`src/hdl/soc_pkg.sv`:
```
`default_nettype none

package soc_pkg;

	// Bus payload types
	typedef logic [31:0] word_t;
	typedef logic [29:0] waddr_t;
	typedef logic [3:0]  bsel_t;
	typedef logic [1:0]  pi1_op_t;
	typedef logic [1:0]  slave_idx_t;

	// Reset counter width that also bounds the testbench waits
	typedef logic [15:0] rst_cnt_t;

	// Bus op codes
	// Code 3 (swap) is not supported and acts as a NOP
	localparam pi1_op_t OP_NOP = 2'd0;
	localparam pi1_op_t OP_WR  = 2'd1;
	localparam pi1_op_t OP_RD  = 2'd2;

	// Slave slots, laid out from word 0 in this order
	localparam int SLAVE_COUNT = 3;

	localparam slave_idx_t SLV_RAM     = 2'd0;
	localparam slave_idx_t SLV_DEVTBL  = 2'd1;
	localparam slave_idx_t SLV_INVALID = 2'd2;

	// Window size of each slot in words
	localparam word_t MAP_WORDS [0:SLAVE_COUNT-1] = '{
		32'd1024,
		32'd64,
		32'd1024
	};

	// Device ids reported through the device table
	localparam word_t DEV_ID [0:SLAVE_COUNT-1] = '{
		32'd1,
		32'd7,
		32'd0
	};

	localparam word_t SOC_ID = 32'd5;

	// Device table word offsets
	localparam waddr_t DT_SOCID      = 30'd0;
	localparam waddr_t DT_RSTCTRL    = 30'd1;
	localparam waddr_t DT_COUNT      = 30'd2;
	localparam waddr_t DT_ID_BASE    = 30'd16;
	localparam waddr_t DT_MAPSZ_BASE = 30'd32;

endpackage

`default_nettype wire

```
`src/hdl/pi1_if.sv`:
```
`timescale 1ns/1ns
`default_nettype none

// One request/response channel between the router and a single slave
interface pi1_if import soc_pkg::*; ();

	pi1_op_t op;
	waddr_t  addr;
	word_t   wdata;
	bsel_t   sel;

	word_t   rdata;
	logic    rdy;

	modport master (
		output op,
		output addr,
		output wdata,
		output sel,
		input  rdata,
		input  rdy
	);

	modport slave (
		input  op,
		input  addr,
		input  wdata,
		input  sel,
		output rdata,
		output rdy
	);

endinterface

`default_nettype wire

```
`src/hdl/pi1_router.sv`:
```
`timescale 1ns/1ns
`default_nettype none

module pi1_router import soc_pkg::*; (
	input  wire     clk48mhz_i,
	input  wire     rst_i,
	input  pi1_op_t m_op_i,
	input  waddr_t  m_addr_i,
	input  word_t   m_wdata_i,
	input  bsel_t   m_sel_i,
	output word_t   m_rdata_o,
	output logic    m_rdy_o,
	pi1_if.master   ram_bus,
	pi1_if.master   devtbl_bus
);

	// Window bounds derived from the map table
	localparam waddr_t DT_LO = waddr_t'(MAP_WORDS[SLV_RAM]);
	localparam waddr_t DT_HI = DT_LO + waddr_t'(MAP_WORDS[SLV_DEVTBL]);

	slave_idx_t dec_slot;
	waddr_t     dec_base;
	pi1_op_t    req_op;
	logic       accept;

	slave_idx_t slot_q;
	logic       live_q;
	logic       slot_rdy;
	word_t      slot_rdata;

	// Address decode
	always_comb begin
		if (m_addr_i < DT_LO) begin
			dec_slot = SLV_RAM;
			dec_base = '0;
		end else if (m_addr_i < DT_HI) begin
			dec_slot = SLV_DEVTBL;
			dec_base = DT_LO;
		end else begin
			dec_slot = SLV_INVALID;
			dec_base = '0;
		end
	end

	// Unsupported op codes behave as no request
	assign req_op = (m_op_i == OP_WR || m_op_i == OP_RD) ? m_op_i : OP_NOP;
	assign accept = (req_op != OP_NOP) && m_rdy_o;

	// Only the addressed slave sees the op
	assign ram_bus.op    = (accept && dec_slot == SLV_RAM) ? req_op : OP_NOP;
	assign ram_bus.addr  = m_addr_i - dec_base;
	assign ram_bus.wdata = m_wdata_i;
	assign ram_bus.sel   = m_sel_i;

	assign devtbl_bus.op    = (accept && dec_slot == SLV_DEVTBL) ? req_op : OP_NOP;
	assign devtbl_bus.addr  = m_addr_i - dec_base;
	assign devtbl_bus.wdata = m_wdata_i;
	assign devtbl_bus.sel   = m_sel_i;

	// Slot of the request in flight that the response comes back from
	always_ff @(posedge clk48mhz_i) begin
		if (rst_i) begin
			slot_q <= SLV_INVALID;
			live_q <= 1'b0;
		end else begin
			live_q <= 1'b1;
			if (accept) begin
				slot_q <= dec_slot;
			end
		end
	end

	// Response mux with the invalid device always ready and reading zero
	always_comb begin
		unique case (slot_q)
			SLV_RAM: begin
				slot_rdy = ram_bus.rdy;
				slot_rdata = ram_bus.rdata;
			end
			SLV_DEVTBL: begin
				slot_rdy = devtbl_bus.rdy;
				slot_rdata = devtbl_bus.rdata;
			end
			default: begin
				slot_rdy = 1'b1;
				slot_rdata = '0;
			end
		endcase
	end

	assign m_rdy_o   = live_q && slot_rdy;
	assign m_rdata_o = slot_rdata;

endmodule

`default_nettype wire

```
`src/flat_wrapper.sv`:
```
// flat-port wrapper written by rule: the top's interface ports become plain ports
module pi1_router_flat import soc_pkg::*;
  (clk48mhz_i, rst_i, m_op_i, m_addr_i, m_wdata_i, m_sel_i, m_rdata_o, m_rdy_o, ram_bus_op, ram_bus_addr, ram_bus_wdata, ram_bus_sel, ram_bus_rdata, ram_bus_rdy, devtbl_bus_op, devtbl_bus_addr, devtbl_bus_wdata, devtbl_bus_sel, devtbl_bus_rdata, devtbl_bus_rdy);
  pi1_if ram_bus_i ();
  pi1_if devtbl_bus_i ();
  input  wire clk48mhz_i;
  input  wire rst_i;
  input  pi1_op_t m_op_i;
  input  waddr_t m_addr_i;
  input  word_t m_wdata_i;
  input  bsel_t m_sel_i;
  output word_t m_rdata_o;
  output logic m_rdy_o;
  output wire logic [$bits(ram_bus_i.op)-1:0] ram_bus_op;
  output wire logic [$bits(ram_bus_i.addr)-1:0] ram_bus_addr;
  output wire logic [$bits(ram_bus_i.wdata)-1:0] ram_bus_wdata;
  output wire logic [$bits(ram_bus_i.sel)-1:0] ram_bus_sel;
  input wire logic [$bits(ram_bus_i.rdata)-1:0] ram_bus_rdata;
  input wire logic [$bits(ram_bus_i.rdy)-1:0] ram_bus_rdy;
  output wire logic [$bits(devtbl_bus_i.op)-1:0] devtbl_bus_op;
  output wire logic [$bits(devtbl_bus_i.addr)-1:0] devtbl_bus_addr;
  output wire logic [$bits(devtbl_bus_i.wdata)-1:0] devtbl_bus_wdata;
  output wire logic [$bits(devtbl_bus_i.sel)-1:0] devtbl_bus_sel;
  input wire logic [$bits(devtbl_bus_i.rdata)-1:0] devtbl_bus_rdata;
  input wire logic [$bits(devtbl_bus_i.rdy)-1:0] devtbl_bus_rdy;
  assign ram_bus_op = ram_bus_i.op;
  assign ram_bus_addr = ram_bus_i.addr;
  assign ram_bus_wdata = ram_bus_i.wdata;
  assign ram_bus_sel = ram_bus_i.sel;
  assign ram_bus_i.rdata = ram_bus_rdata;
  assign ram_bus_i.rdy = ram_bus_rdy;
  assign devtbl_bus_op = devtbl_bus_i.op;
  assign devtbl_bus_addr = devtbl_bus_i.addr;
  assign devtbl_bus_wdata = devtbl_bus_i.wdata;
  assign devtbl_bus_sel = devtbl_bus_i.sel;
  assign devtbl_bus_i.rdata = devtbl_bus_rdata;
  assign devtbl_bus_i.rdy = devtbl_bus_rdy;
  pi1_router u_core (.clk48mhz_i(clk48mhz_i), .rst_i(rst_i), .m_op_i(m_op_i), .m_addr_i(m_addr_i), .m_wdata_i(m_wdata_i), .m_sel_i(m_sel_i), .m_rdata_o(m_rdata_o), .m_rdy_o(m_rdy_o), .ram_bus(ram_bus_i), .devtbl_bus(devtbl_bus_i));
endmodule
```
`config.mk`:
```
export PLATFORM = sky130hd
export DESIGN_NAME = pi1_router_flat
export DESIGN_NICKNAME = d
export VERILOG_FILES = /design/src/hdl/soc_pkg.sv /design/src/hdl/pi1_if.sv /design/src/hdl/pi1_router.sv /design/src/flat_wrapper.sv
export SDC_FILE = /design/constraint.sdc
export NUM_CORES = 1
export LEC_CHECK = 0
export ABC_AREA = 1
export BUFFER_PORTS_ARGS = -buffer_cell sky130_fd_sc_hd__buf_4
export CORE_AREA = 4 4 117 119
export CTS_CLUSTER_DIAMETER = 100
export DETAILED_ROUTE_END_ITERATION = 10
export DIE_AREA = 0 0 121 123
export PLACE_DENSITY = 0.44
export REMOVE_ABC_BUFFERS = 1
export SLEW_MARGIN = 20
export SYNTH_ARGS = -nofsm -noshare
export SYNTH_HDL_FRONTEND = slang
export SYNTH_SLANG_ARGS = --single-unit
```
`constraint.sdc`:
```
create_clock -name clk48mhz_i -period 2 [get_ports clk48mhz_i]
set_input_delay 0 -clock clk48mhz_i [delete_from_list [all_inputs] [get_ports clk48mhz_i]]
set_output_delay 0 -clock clk48mhz_i [all_outputs]
set_load 0.005 [all_outputs]
```
=== Word level (Yosys, flattened, before mapping) ===
Index checks and enable logic that the tools add are counted.

* Register bits: 3
* Bits in latches: 0
* Memory bits (writable): 0
* Bits in read-only memories: 0
* Input bits: 136
* Output and inout bits: 169
* Logic and storage cells: 27
* Memories: 0

* Add/subtract/negate cells: 1
* Multipliers: 0
* Div/mod/pow operators: 0
* Order comparisons: 2
* Eq/ne operators: 4
* Shift-type cells: 0
* Muxes and demuxes: 10
* Bitwise gates (word level): 0
* Reduce and logical (&&, ||, !) cells: 8

{| class="wikitable"
|+ Operators with widths
! kind !! count
|-
| one-hot mux 32 bit (2 select lines) || 1
|-
| < comparator 30 x 11 -> 1 bit (second input constant) || 2
|-
| two-way mux 30 bit || 1
|-
| subtractor 30 bit || 1
|-
| two-way mux 11 bit || 1
|-
| two-way mux 2 bit || 5
|-
| == test 2 x 1 -> 1 bit (second input constant) || 3
|-
| logical AND 1 bit || 4
|-
| zero test 2 bit || 2
|-
| == test 2 bit (second input constant) || 1
|-
| one-hot mux 1 bit (2 select lines) || 1
|-
| nonzero test 2 bit || 1
|-
| logical OR 1 bit || 1
|-
| two-way mux 1 bit || 1
|}

=== Depth between registers and ports, before layout ===
Gate-level depths: netlist of run 1.

* Depth in word-level cells: 7
* Depth in mapped cells: 17
* Gate-level depth less buffers: 16

=== Worst setup path after synthesis of run 1 ===
Ideal clock, no wire load.

* Path kind: input -> output
* Start: input port m_addr_i[25]
* End: output port ram_bus_addr[28]
* Data arrival time: 1.851 ns
* Data required time: 2.000 ns
* Path slack: 0.149 ns
* Cell stages on the path: 16
* Buffers on the path: 1
* Path through: nor2_1 nand2_1 nor2_1 nand2_1 nor2_2 inv_1 nor2_1 ha_1 ha_1 nand3_2 nor2_2 nand2_2 nor2_2 nand2_1 xor2_1 buf_4

* Cells in the longest elaborated chain, start to end: 4
* Elaborated cells between the ends (all ways): 5
* Those cells by class: 1 x add/sub; 2 x order compare; 2 x mux

{| class="wikitable"
|+ Ends and longest elaborated chain
! what !! line !! text
|-
| from (decl) || flat_wrapper.sv:9 || <nowiki>input waddr_t m_addr_i;</nowiki>
|-
| < comparator 30 x 11 -> 1 bit || pi1_router.sv:36 || <nowiki>end else if (m_addr_i < DT_HI) begin</nowiki>
|-
| two-way mux 11 bit || pi1_router.sv:36 ||
|-
| two-way mux 30 bit || pi1_router.sv:33 || <nowiki>if (m_addr_i < DT_LO) begin</nowiki>
|-
| subtractor 30 bit * || -- ||
|-
| to (decl) || flat_wrapper.sv:15 || <nowiki>output wire logic [$bits(ram_bus_i.addr)-1:0] ram_bus_addr;</nowiki>
|}

Every way passes the cells marked *; elsewhere a longest branch is shown, timed or not.

=== Final worst setup path of run 1 ===
* Start: input port m_addr_i[18]
* End: output port ram_bus_addr[24]

* Cells in the longest elaborated chain, start to end: 4
* Elaborated cells between the ends (all ways): 5
* Those cells by class: 1 x add/sub; 2 x order compare; 2 x mux

{| class="wikitable"
|+ Ends and longest elaborated chain
! what !! line !! text
|-
| < comparator 30 x 11 -> 1 bit || pi1_router.sv:36 ||
|-
| two-way mux 11 bit || pi1_router.sv:36 ||
|-
| two-way mux 30 bit || pi1_router.sv:33 ||
|-
| subtractor 30 bit * || pi1_router.sv:51 || <nowiki>assign ram_bus.addr = m_addr_i - dec_base;</nowiki>
|}

Marks and branches as above.

==> flow_metrics.tcl, run 1 <==
set metrics [dict create \
    ios 305 \
    drt-total-wl_um 14300 \
    setup_viol 0 \
    drv_cap 0 \
    gr-total-overflow 0 \
    synth-seq-cells 3 \
    core_mm2 0.0126 \
    power.leakage_nw 1.80 \
    cts_buffers 3 \
    yosys-top-cells-area "buf_4 (44%), a22o_1 (15%), xor2_1 (5.9%)" \
    clockBufferDepth 2 \
    yosys.area.top_type_share_pct 43.5 \
    first_global_vias 2419 \
    antenna_found_initial 0 \
    crit_fanout 4 \
    dpl_cell_area_mm2 0.00288 \
    synth_commonest_cells "buf_4 (112), a22o_1 (32), nor2_1 (29)" \
    ys_types 23 \
    critical_path.startpoint "m_addr_i[18]" \
    fin_area_mm2 0.00349 \
    start_util_pct 15.4 \
    r2r-start "u_core.slot_q[1]$_SDFFE_PP1P_" \
    drc 0 \
    ff_latch_area_um2 60.1 \
    post-synth-top-count-cell "buf_4" \
    dr.pass1.iters 4 \
    drt-initial-drc-count 64 \
    multi_input_area_mm2 0.00114 \
    critPathLaunchType "primary input" \
    final_util_pct 27.7 \
    worst_setup_path_endpoint "ram_bus_addr[24]" \
    ys_seq_area_share_pct 3.11 \
    period_minus_slack_ps 1930 \
    synth-async-reset-ratio_pct 0 \
    cp.required_ps 2000 \
    postSynthAreaPerCell_um2 6.75 \
    hold_violations 0 \
    area_growth_pct 80.4 \
    fin_setup_tns_ps 0 \
    ant_nets 0 \
    r2r-end "u_core.slot_q[1]$_SDFFE_PP1P_" \
    drive_above_1_share_pct 72.6 \
    gp_congestion 0.776 \
    cts_tree "done" \
    grt_max_degree 33 \
    relSlewSlack_pct 77.0 \
    crit_type "primary input to primary output" \
    worstMarginPinSlew_ps 344 \
    num_vias 2383 \
    rsz0062_at_grt "yes" \
    netlist_area_mm2 0.00193 \
    synth-edff-count 0 \
    cts-root-buf "clkbuf_16" \
    cts_max_level 1 \
    synth_top_cell_by_area "buf_4" \
    portBuffers 178 \
    grt_first_pass_wirelength_um 17700 \
    drv_slew 0 \
    num_rows 41 \
    final_nets 560 \
    fp.dieW_um 121 \
    critPathCaptureType "primary output" \
    ir_drop_mv 0.164 \
    p_per_area_mw_per_mm2 256 \
    chipHeight_um 123 \
    die-area_mm2 0.0149 \
    grt_usage_pct 17.6 \
    clk_latency_ps 220 \
    r2r_cells 7 \
    crit_arrival_ps 1930 \
    synth_cells 286 \
    dp_hpwl_um 12400 \
    fin_crit_sh_pct 96.7 \
    num_antenna_cells 0 \
    max_freq_ghz 0.517 \
    synth_ff_type "dfxtp_1" \
    regToRegSetupSlack_ps 800 \
    outcome "complete, no violations" \
    min_path_type "primary input to primary output" \
    hold_slack_ps 0.0338 \
    wl_per_cell_um 24.3 \
    fillers 1370 \
    fin_worst_skew_ps 0.0776 \
    cts_sinks 3 \
    via_per_inst 4.03 \
    synth_warnings 0 \
]
-- through the flow --
stage	instances	worst slack, ps	total power, mW
2_1_floorplan	168	61.0	0.180
3_3_place_gp	553	-74.8	0.522
3_5_place_dp	553	-127	0.523
4_1_cts	588	1.65	0.867
5_1_grt	591	-98.1	0.940
6_report	591	66.6	0.891
-- critical path, stage by stage --
cell and delay, ps:
buf_8 100, nor2_4 110, nand2_2 90, nor2_4 120, nand2_2 60, nor2_2 110
inv_1 60, nor2_1 110, ha_2 230, ha_4 160, nand3_4 70, nor2_4 110
nand2_4 90, nor3_4 190, xor2_2 180, buf_4 140
-- per-layer routing --
layer	part of all wire, %	global-route usage (%)
met1	27	12.9
met2	49	31.0
met3	20	15.6
met4	3.3	6.80
met5	0.57	9.38
-- layout by cell type, fill, tap and decap left out, types with 2 or more instances in the layout --
master and instances:
nand3_2 4, nand3_4 2, nor2_1 19, xor2_1 6, nand2_2 9, inv_2 4, a22o_1 32, buf_4 239
clkbuf_16 3, nor2_2 6, ha_1 2, dfxtp_1 3, nor2_4 12, inv_1 24, nand4_1 2, buf_6 6
nor3_4 2, nand2_4 2, nand2_1 19, xnor2_2 2, xnor2_1 2, xor2_2 6
-- cell type report --
class	count	share of cell area, %
Tap cell	172	6.17
Clock buffer	4	2.26
Sequential cell	3	1.72
Multi-Input combinational cell	137	32.7
Inverter	28	3.02
Timing Repair Buffer	247	54.1
-- registers in the layout, summed over array words and instances, names as in the netlist --
| register | cells |
|---|---|
| u_core.live_q | 1 |
| u_core.slot_q | 2 |
-- worst min-delay path by stage --
stage | end | start | slack (ps) | cells past startpoint
5_1_grt | devtbl_bus_wdata[31] | m_wdata_i[31] | 0.09 | 0
3_3_place_gp | devtbl_bus_wdata[0] | m_wdata_i[0] | 0.1 | 0
6_report | devtbl_bus_wdata[31] | m_wdata_i[31] | 0.03 | 0
3_5_place_dp | devtbl_bus_wdata[0] | m_wdata_i[0] | 0.1 | 0
2_1_floorplan | devtbl_bus_addr[0] | m_addr_i[0] | 0 | 0
4_1_cts | devtbl_bus_wdata[0] | m_wdata_i[0] | 0.1 | 0
-- timing repair --
action / in CTS / in global routing
hold buffers: 1 / 0
cloned: 0 / 0
gates resized for setup: 17 / 41
pin swaps: 5 / 15
endpoints found under the hold margin: 2 / 0
buffers inserted: 30 / 4
setup endpoints to repair: 18 / 31
-- power breakdown --
part | leakage [nW] | switching [mW] | internal, mW
logic | 1.74 | 0.197 | 0.312
clock network | 0.0382 | 0.0542 | 0.263
registers | 0.0247 | 0.00199 | 0.0630
-- cell families (layout without fill, tap and decap cells) --
logic type | Yosys count | after routing | synth area share [%]
xor+xnor | 17 | 17 | 7.71
flops | 3 | 3 | 3.11
buf+inv | 146 | 279 | 50.5
fa+ha+maj | 4 | 4 | 2.59
simple gates | 82 | 82 | 20.9
compound gates | 34 | 34 | 15.2
No activity file was read; power rests on OpenSTA's default activity.
==> run 2, diff against run 1 <==
ABC_AREA = default   (was 1)
CORE_AREA = 4 4 115 117   (was 4 4 117 119)
DIE_AREA = 0 0 119 121   (was 0 0 121 123)
PLACE_DENSITY = 0.46   (was 0.44)
==> run 2 against run 1 <==
  * The flow now finishes with violations (setup timing)
  * Hold slack about the same
  * Combinational power decreased by 21%
  * Fmax decreased by 18%
  * Setup slack got worse by 420 ps
  * Via count decreased by 7.4%
  * Clock power about the same
  * Critical path depth decreased by 3
  * Critical endpoint is now devtbl_bus_addr[28]
  * Largest cell class unchanged
==> flow_metrics.tcl, run 2 <==
set metrics [dict create \
    outcome "complete, but fails checks" \
    violations "setup timing" \
    min_path_type "primary input to primary output" \
    synth-seq-cells 3 \
    power.leakage_nw 1.58 \
    regToRegSetupSlack_ps 470 \
    final_util_pct 26.9 \
    setup_viol 28 \
    largest_reg_flops 2 \
    ir_drop_mv 0.176 \
    p_clk_share_pct 40.9 \
    cts_sinks 3 \
    die-area_mm2 0.0144 \
    dr.pass1.iters 4 \
    post-synth-top-count-cell "buf_4" \
    antenna_found_initial 0 \
    critPathSlowestCell "or3b_4" \
    ios 305 \
    clk_latency_ps 220 \
    relSlewSlack_pct 63.2 \
    synth_commonest_cells "buf_4 (112), nor2_1 (44), mux2i_1 (32)" \
    via_per_inst 3.99 \
    fillers 1329 \
    worst_path_dominant_cell_family "simple AND/OR/NAND/NOR gates" \
    worstMarginPinSlew_ps 553 \
    crit_fanout 4 \
    drv_cap 0 \
    num_rows 41 \
    ys_types 30 \
    synth_warnings 0 \
    crit_arrival_ps 2360 \
    synth-edff-count 0 \
    critPathCaptureType "primary output" \
    multi_input_area_mm2 0.00124 \
    p_total_mw 0.782 \
    final_common_cell "buf_4" \
    crit_buf_inv 4 \
    combPwrFrac_pct 51.2 \
    critical_path.most_common_cell "buf_4" \
    cts_max_level 1 \
    synth_ff_type "dfxtp_1" \
    portBuffers 178 \
    num_vias 2206 \
    core_mm2 0.0124 \
    drive_above_1_share_pct 69.0 \
    synth_cells 274 \
    start_util_pct 16.0 \
    drv_slew 0 \
    dp_hpwl_um 11700 \
    fp.dieW_um 119 \
    ff_latch_area_um2 61.3 \
    hold_violations 0 \
    chipHeight_um 121 \
    p_sw_share_pct 26.1 \
    synth_top_cell_by_area "buf_4" \
    netlist_area_mm2 0.00198 \
    first_global_vias 2288 \
    grt_first_pass_wirelength_um 16900 \
    yosys.area.top_type_share_pct 42.5 \
    crit_chain "buf_4 > nor4_4 > buf_4 > nand2_4 > nor3_2 > ha_2 > buf_6 > ha_4 > or3b_4 > nor3_4 > nand4_1 > xnor2_2 > buf_4" \
    clockBufferDepth 2 \
    synth-async-reset-ratio_pct 0 \
    drt-initial-drc-count 32 \
    cts_tree "done" \
    gr-total-overflow 0 \
    num_antenna_cells 0 \
    ant_nets 0 \
    seq_power_share_pct 7.9 \
    cts-root-buf "clkbuf_16" \
    place_ws_ps -642 \
    gp_congestion 0.859 \
    p_per_area_mw_per_mm2 235 \
    internal_power_mw 0.578 \
    slowest_delay_ps 410 \
    top_regs "u_core.slot_q x2, u_core.live_q x1" \
    rsz0062_at_grt "yes" \
    drc 0 \
    regMostFlops "u_core.slot_q" \
    cts_buffers 3 \
    crit_type "primary input to primary output" \
    worst_slack_ps -358 \
    layout_common_cells "buf_4 (215), nor2_1 (41), mux2i_1 (32)" \
    drt-total-wl_um 12800 \
    grt_usage_pct 16.5 \
    grt_max_degree 35 \
    wl_per_cell_um 23.1 \
    fin_worst_skew_ps 1.04 \
    final_nets 522 \
    cp.required_ps 2000 \
    p_sw_mw 0.204 \
    ys_seq_area_share_pct 3.03 \
    period_minus_slack_ps 2360 \
    area_growth_pct 68.2 \
    fin_crit_sh_pct 118 \
    postSynthAreaPerCell_um2 7.22 \
    max_freq_ghz 0.424 \
    critPathLaunchType "primary input" \
    yosys-top-cells-area "buf_4 (42%), mux2i_1 (16%), nor2_1 (8.3%)" \
]
## run 2: layout make-up
class	count	share of cell area, %
clock buffers	4	2.37
repair buffers	223	51.1
flip-flops and latches	3	1.84
well taps	172	6.46
inverters	7	0.789
multi-input cells	144	37.4
## run 2: metrics by stage
stage | hold slack, ps | setup TNS [ps] | instance area (um^2) | std cells
after floorplan | 0 | -4540 | 1100 | 154
after global placement | 0.124 | -11960 | 2930 | 541
after detailed placement | 0.124 | -12640 | 2930 | 541
after CTS | 0.124 | -6200 | 3220 | 549
after global routing | 0.101 | -10860 | 3330 | 553
final | 0.0684 | -6760 | 3330 | 553
## run 2: worst register-to-register path: stages, from the launching register on
cell	delay [ps]
dfxtp_2	320
mux2_2	350
o21ai_0	420
nor4_2	120
o21a_1	210
## run 2: final timing paths
path / cells past startpoint / to / startpoint
setup reg to reg: 4 / u_core.slot_q[0]$_SDFFE_PP0P_ / u_core.slot_q[0]$_SDFFE_PP0P_
setup / recovery: 13 / devtbl_bus_addr[28] / m_addr_i[8]
hold reg to reg: 3 / u_core.slot_q[1]$_SDFFE_PP1P_ / u_core.live_q$_DFF_P_
hold / removal: 0 / devtbl_bus_wdata[17] / m_wdata_i[17]
## run 2: cells by family after synthesis
kind of cell	after synthesis	synth area share, %
buf+inv	127	45.6
flops	3	3.03
simple gates	85	23.3
xor+xnor	16	7.08
fa+ha+maj	4	2.53
mux	33	16.8
compound gates	6	1.77
## run 2: power by group through the flow
stage | logic (mW) | clock network, mW | registers, mW
finish | 0.401 | 0.320 | 0.0618
global route | 0.432 | 0.329 | 0.0620
CTS | 0.398 | 0.323 | 0.0619
detailed placement | 0.371 | 0 | 0.0626
global placement | 0.367 | 0 | 0.0626
floorplan | 0.0688 | 0 | 0.0625
## run 2: metal layers
layer | up-vias | part of all wire, % | wire, um | global-route usage [%]
met3 | 12 | 24 | 3050 | 18.2
met2 | 234 | 48 | 6080 | 27.5
met5 | - | 1.2 | 148 | 9.93
li1 | 992 | - | - | -
met4 | 4 | 0.63 | 81 | 2.03
met1 | 964 | 27 | 3410 | 12.7
## run 2: what timing repair did
| item | 4_1_cts | 5_1_grt |
|---|---|---|
| gates resized for setup | 30 | 16 |
| hold endpoints to repair | 1 | 0 |
| pin swaps | 14 | 16 |
| hold buffers | 1 | 0 |
| setup buffers | 3 | 4 |
| endpoints found under the setup margin | 32 | 32 |
==> run 3, diff against run 2 <==
RECOVER_POWER = 100   (was default)
==> run 3 against run 2 <==
  * The flow still finishes with violations (setup timing)
  * Global-route usage unchanged
  * Sequential power about the same
  * Hold slack barely moved
  * Design area is 1.1% lower
  * Die area did not move
  * First-iteration DRC count grew 19%
  * Power is 0.78% lower
  * Critical path type unchanged
==> flow_metrics.tcl, run 3 (synthesized netlist as in run 2, its figures left out) <==
set metrics [dict create \
    cts-root-buf "clkbuf_16" \
    p_sw_mw 0.203 \
    ant_nets 0 \
    rsz0062_at_grt "yes" \
    final_nets 522 \
    hold_depth 0 \
    drc 0 \
    drv_cap 0 \
    crit_arrival_ps 2360 \
    crit_buf_inv 4 \
    regToRegSetupSlack_ps 440 \
    regMostFlops "u_core.slot_q" \
    final_cells 553 \
    fp.dieW_um 119 \
    relSlewSlack_pct 28.7 \
    slowest_delay_ps 410 \
    worstMarginPinSlew_ps 1070 \
    p_clk_share_pct 41.1 \
    p_total_mw 0.776 \
    fin_setup_tns_ps -6760 \
    combPwrFrac_pct 50.9 \
    top_regs "u_core.slot_q x2, u_core.live_q x1" \
    critPathCaptureType "primary output" \
    grt_max_degree 35 \
    grt_first_pass_wirelength_um 16900 \
    multi_input_area_mm2 0.00124 \
    internal_power_mw 0.573 \
    layout_common_cells "buf_4 (177), nor2_1 (41), mux2i_1 (32), clkbuf_4 (28), clkbuf_1 (10)" \
    min_path_type "primary input to primary output" \
    dp.cells 541 \
    cts_max_level 1 \
    fin_area_mm2 0.00329 \
    max_freq_ghz 0.424 \
    num_vias 2195 \
    critPathLaunchType "primary input" \
    wl_per_cell_um 23.1 \
    grt_usage_pct 16.5 \
    chipHeight_um 121 \
    area_growth_pct 66.3 \
    clk_latency_ps 220 \
    ir_drop_mv 0.173 \
    crit_fanout 4 \
    dr.pass1.iters 4 \
    num_antenna_cells 0 \
    dpl_cell_area_mm2 0.00293 \
    outcome "complete, but fails checks" \
    r2r_cells 4 \
    period_minus_slack_ps 2360 \
    hold_end "devtbl_bus_wdata[17]" \
    ios 305 \
    cts_sinks 3 \
    dp_hpwl_um 11700 \
    start_util_pct 16.0 \
    first_global_vias 2288 \
    num_rows 41 \
    violations "setup timing" \
    place_ws_ps -642 \
    ff_latch_area_um2 60.1 \
    drive_above_1_share_pct 66.1 \
    crit_type "primary input to primary output" \
    core_mm2 0.0124 \
    gp_congestion 0.859 \
    r2r-end "u_core.slot_q[0]$_SDFFE_PP0P_" \
    fin_crit_sh_pct 118 \
    setup_viol 28 \
    cts_buffers 3 \
    worst_slack_ps -358 \
    fillers 1337 \
    critPathSlowestCell "or3b_4" \
    power.leakage_nw 1.53 \
    portBuffers 178 \
    drt-total-wl_um 12800 \
    clockBufferDepth 2 \
    min_from "m_wdata_i[17]" \
    p_per_area_mw_per_mm2 236 \
    cts_tree "done" \
    crit_chain "buf_4 > nor4_4 > buf_4 > nand2_4 > nor3_2 > ha_2 > buf_6 > ha_4 > or3b_4 > nor3_4 > nand4_1 > xnor2_2 > buf_4" \
    fin_worst_skew_ps 1.15 \
    p_sw_share_pct 26.2 \
    cp.required_ps 2000 \
    critical_path.most_common_cell "buf_4" \
    worst_path_dominant_cell_family "simple AND/OR/NAND/NOR gates" \
    die-area_mm2 0.0144 \
    largest_reg_flops 2 \
    drt-initial-drc-count 38 \
    gr-total-overflow 0 \
    seq_power_share_pct 8.0 \
    via_per_inst 3.97 \
    final_common_cell "buf_4" \
    drv_slew 0 \
    antenna_found_initial 0 \
    hold_violations 0 \
    r2r-start "u_core.slot_q[0]$_SDFFE_PP0P_" \
]
run 3: changes by cell type in the layout (fill, tap and decap cells not counted):
cell | before | now
clkbuf_4 | 0 | 28
dfxtp_2 | 1 | 0
dfxtp_1 | 2 | 3
clkbuf_2 | 0 | 1
mux2_2 | 1 | 0
mux2_1 | 0 | 1
buf_4 | 215 | 177
clkbuf_1 | 1 | 10
run 3: how the worst max path moves through the flow:
stage | start | endpoint | slack [ps] | cells past startpoint
6_report | m_addr_i[8] | devtbl_bus_addr[28] | -360 | 13
5_1_grt | m_addr_i[8] | devtbl_bus_addr[28] | -500 | 13
4_1_cts | m_addr_i[20] | devtbl_bus_addr[28] | -360 | 11
3_5_place_dp | m_addr_i[8] | devtbl_bus_addr[26] | -640 | 12
3_3_place_gp | m_addr_i[8] | devtbl_bus_addr[26] | -560 | 12
2_1_floorplan | u_core.slot_q[0]$_SDFFE_PP0P_ | u_core.slot_q[0]$_SDFFE_PP0P_ | -430 | 4
run 3: per-stage QoR:
stage	hold slack (ps)	utilization (%)
finish	0.0684	26.6
global route	0.101	26.6
CTS	0.124	26.0
detailed placement	0.124	23.7
global placement	0.124	23.7
floorplan	0	-
run 3: final cells by class:
type                    count  share of cell area (%)
clock buffers               4                    2.39
inverters                   7                   0.798
multi-input cells         144                    37.8
flip-flops and latches      3                    1.82
well taps                 172                    6.54
repair buffers            223                    50.6
run 3: worst reg2reg max path, stage by stage (launching register included):
cell and delay [ps]:
dfxtp_1 320, mux2_1 370, o21ai_0 430, nor4_2 120, o21a_1 210
run 3: repair_timing:
item / 4_1_cts / 5_1_grt
endpoints found under the setup margin: 32 / 32
buffers inserted: 3 / 4
hold buffers: 1 / 0
gates resized for setup: 30 / 16
pin swaps: 14 / 16
endpoints found under the hold margin: 1 / 0
run 3: power by group through the flow:
stage | Clock, mW | Sequential (mW) | Combinational, mW
finish | 0.319 | 0.0618 | 0.395
detailed placement | 0 | 0.0626 | 0.371
CTS | 0.323 | 0.0619 | 0.398
global route | 0.329 | 0.0620 | 0.426
global placement | 0 | 0.0626 | 0.367
floorplan | 0 | 0.0625 | 0.0688
run 3: routing by layer:
layer	track usage (%)	share of wire, %	vias to the layer above
met5	9.93	1.2	-
met4	2.03	0.44	4
met3	18.2	24	9
met2	27.5	48	231
met1	12.7	27	961
li1	-	-	990
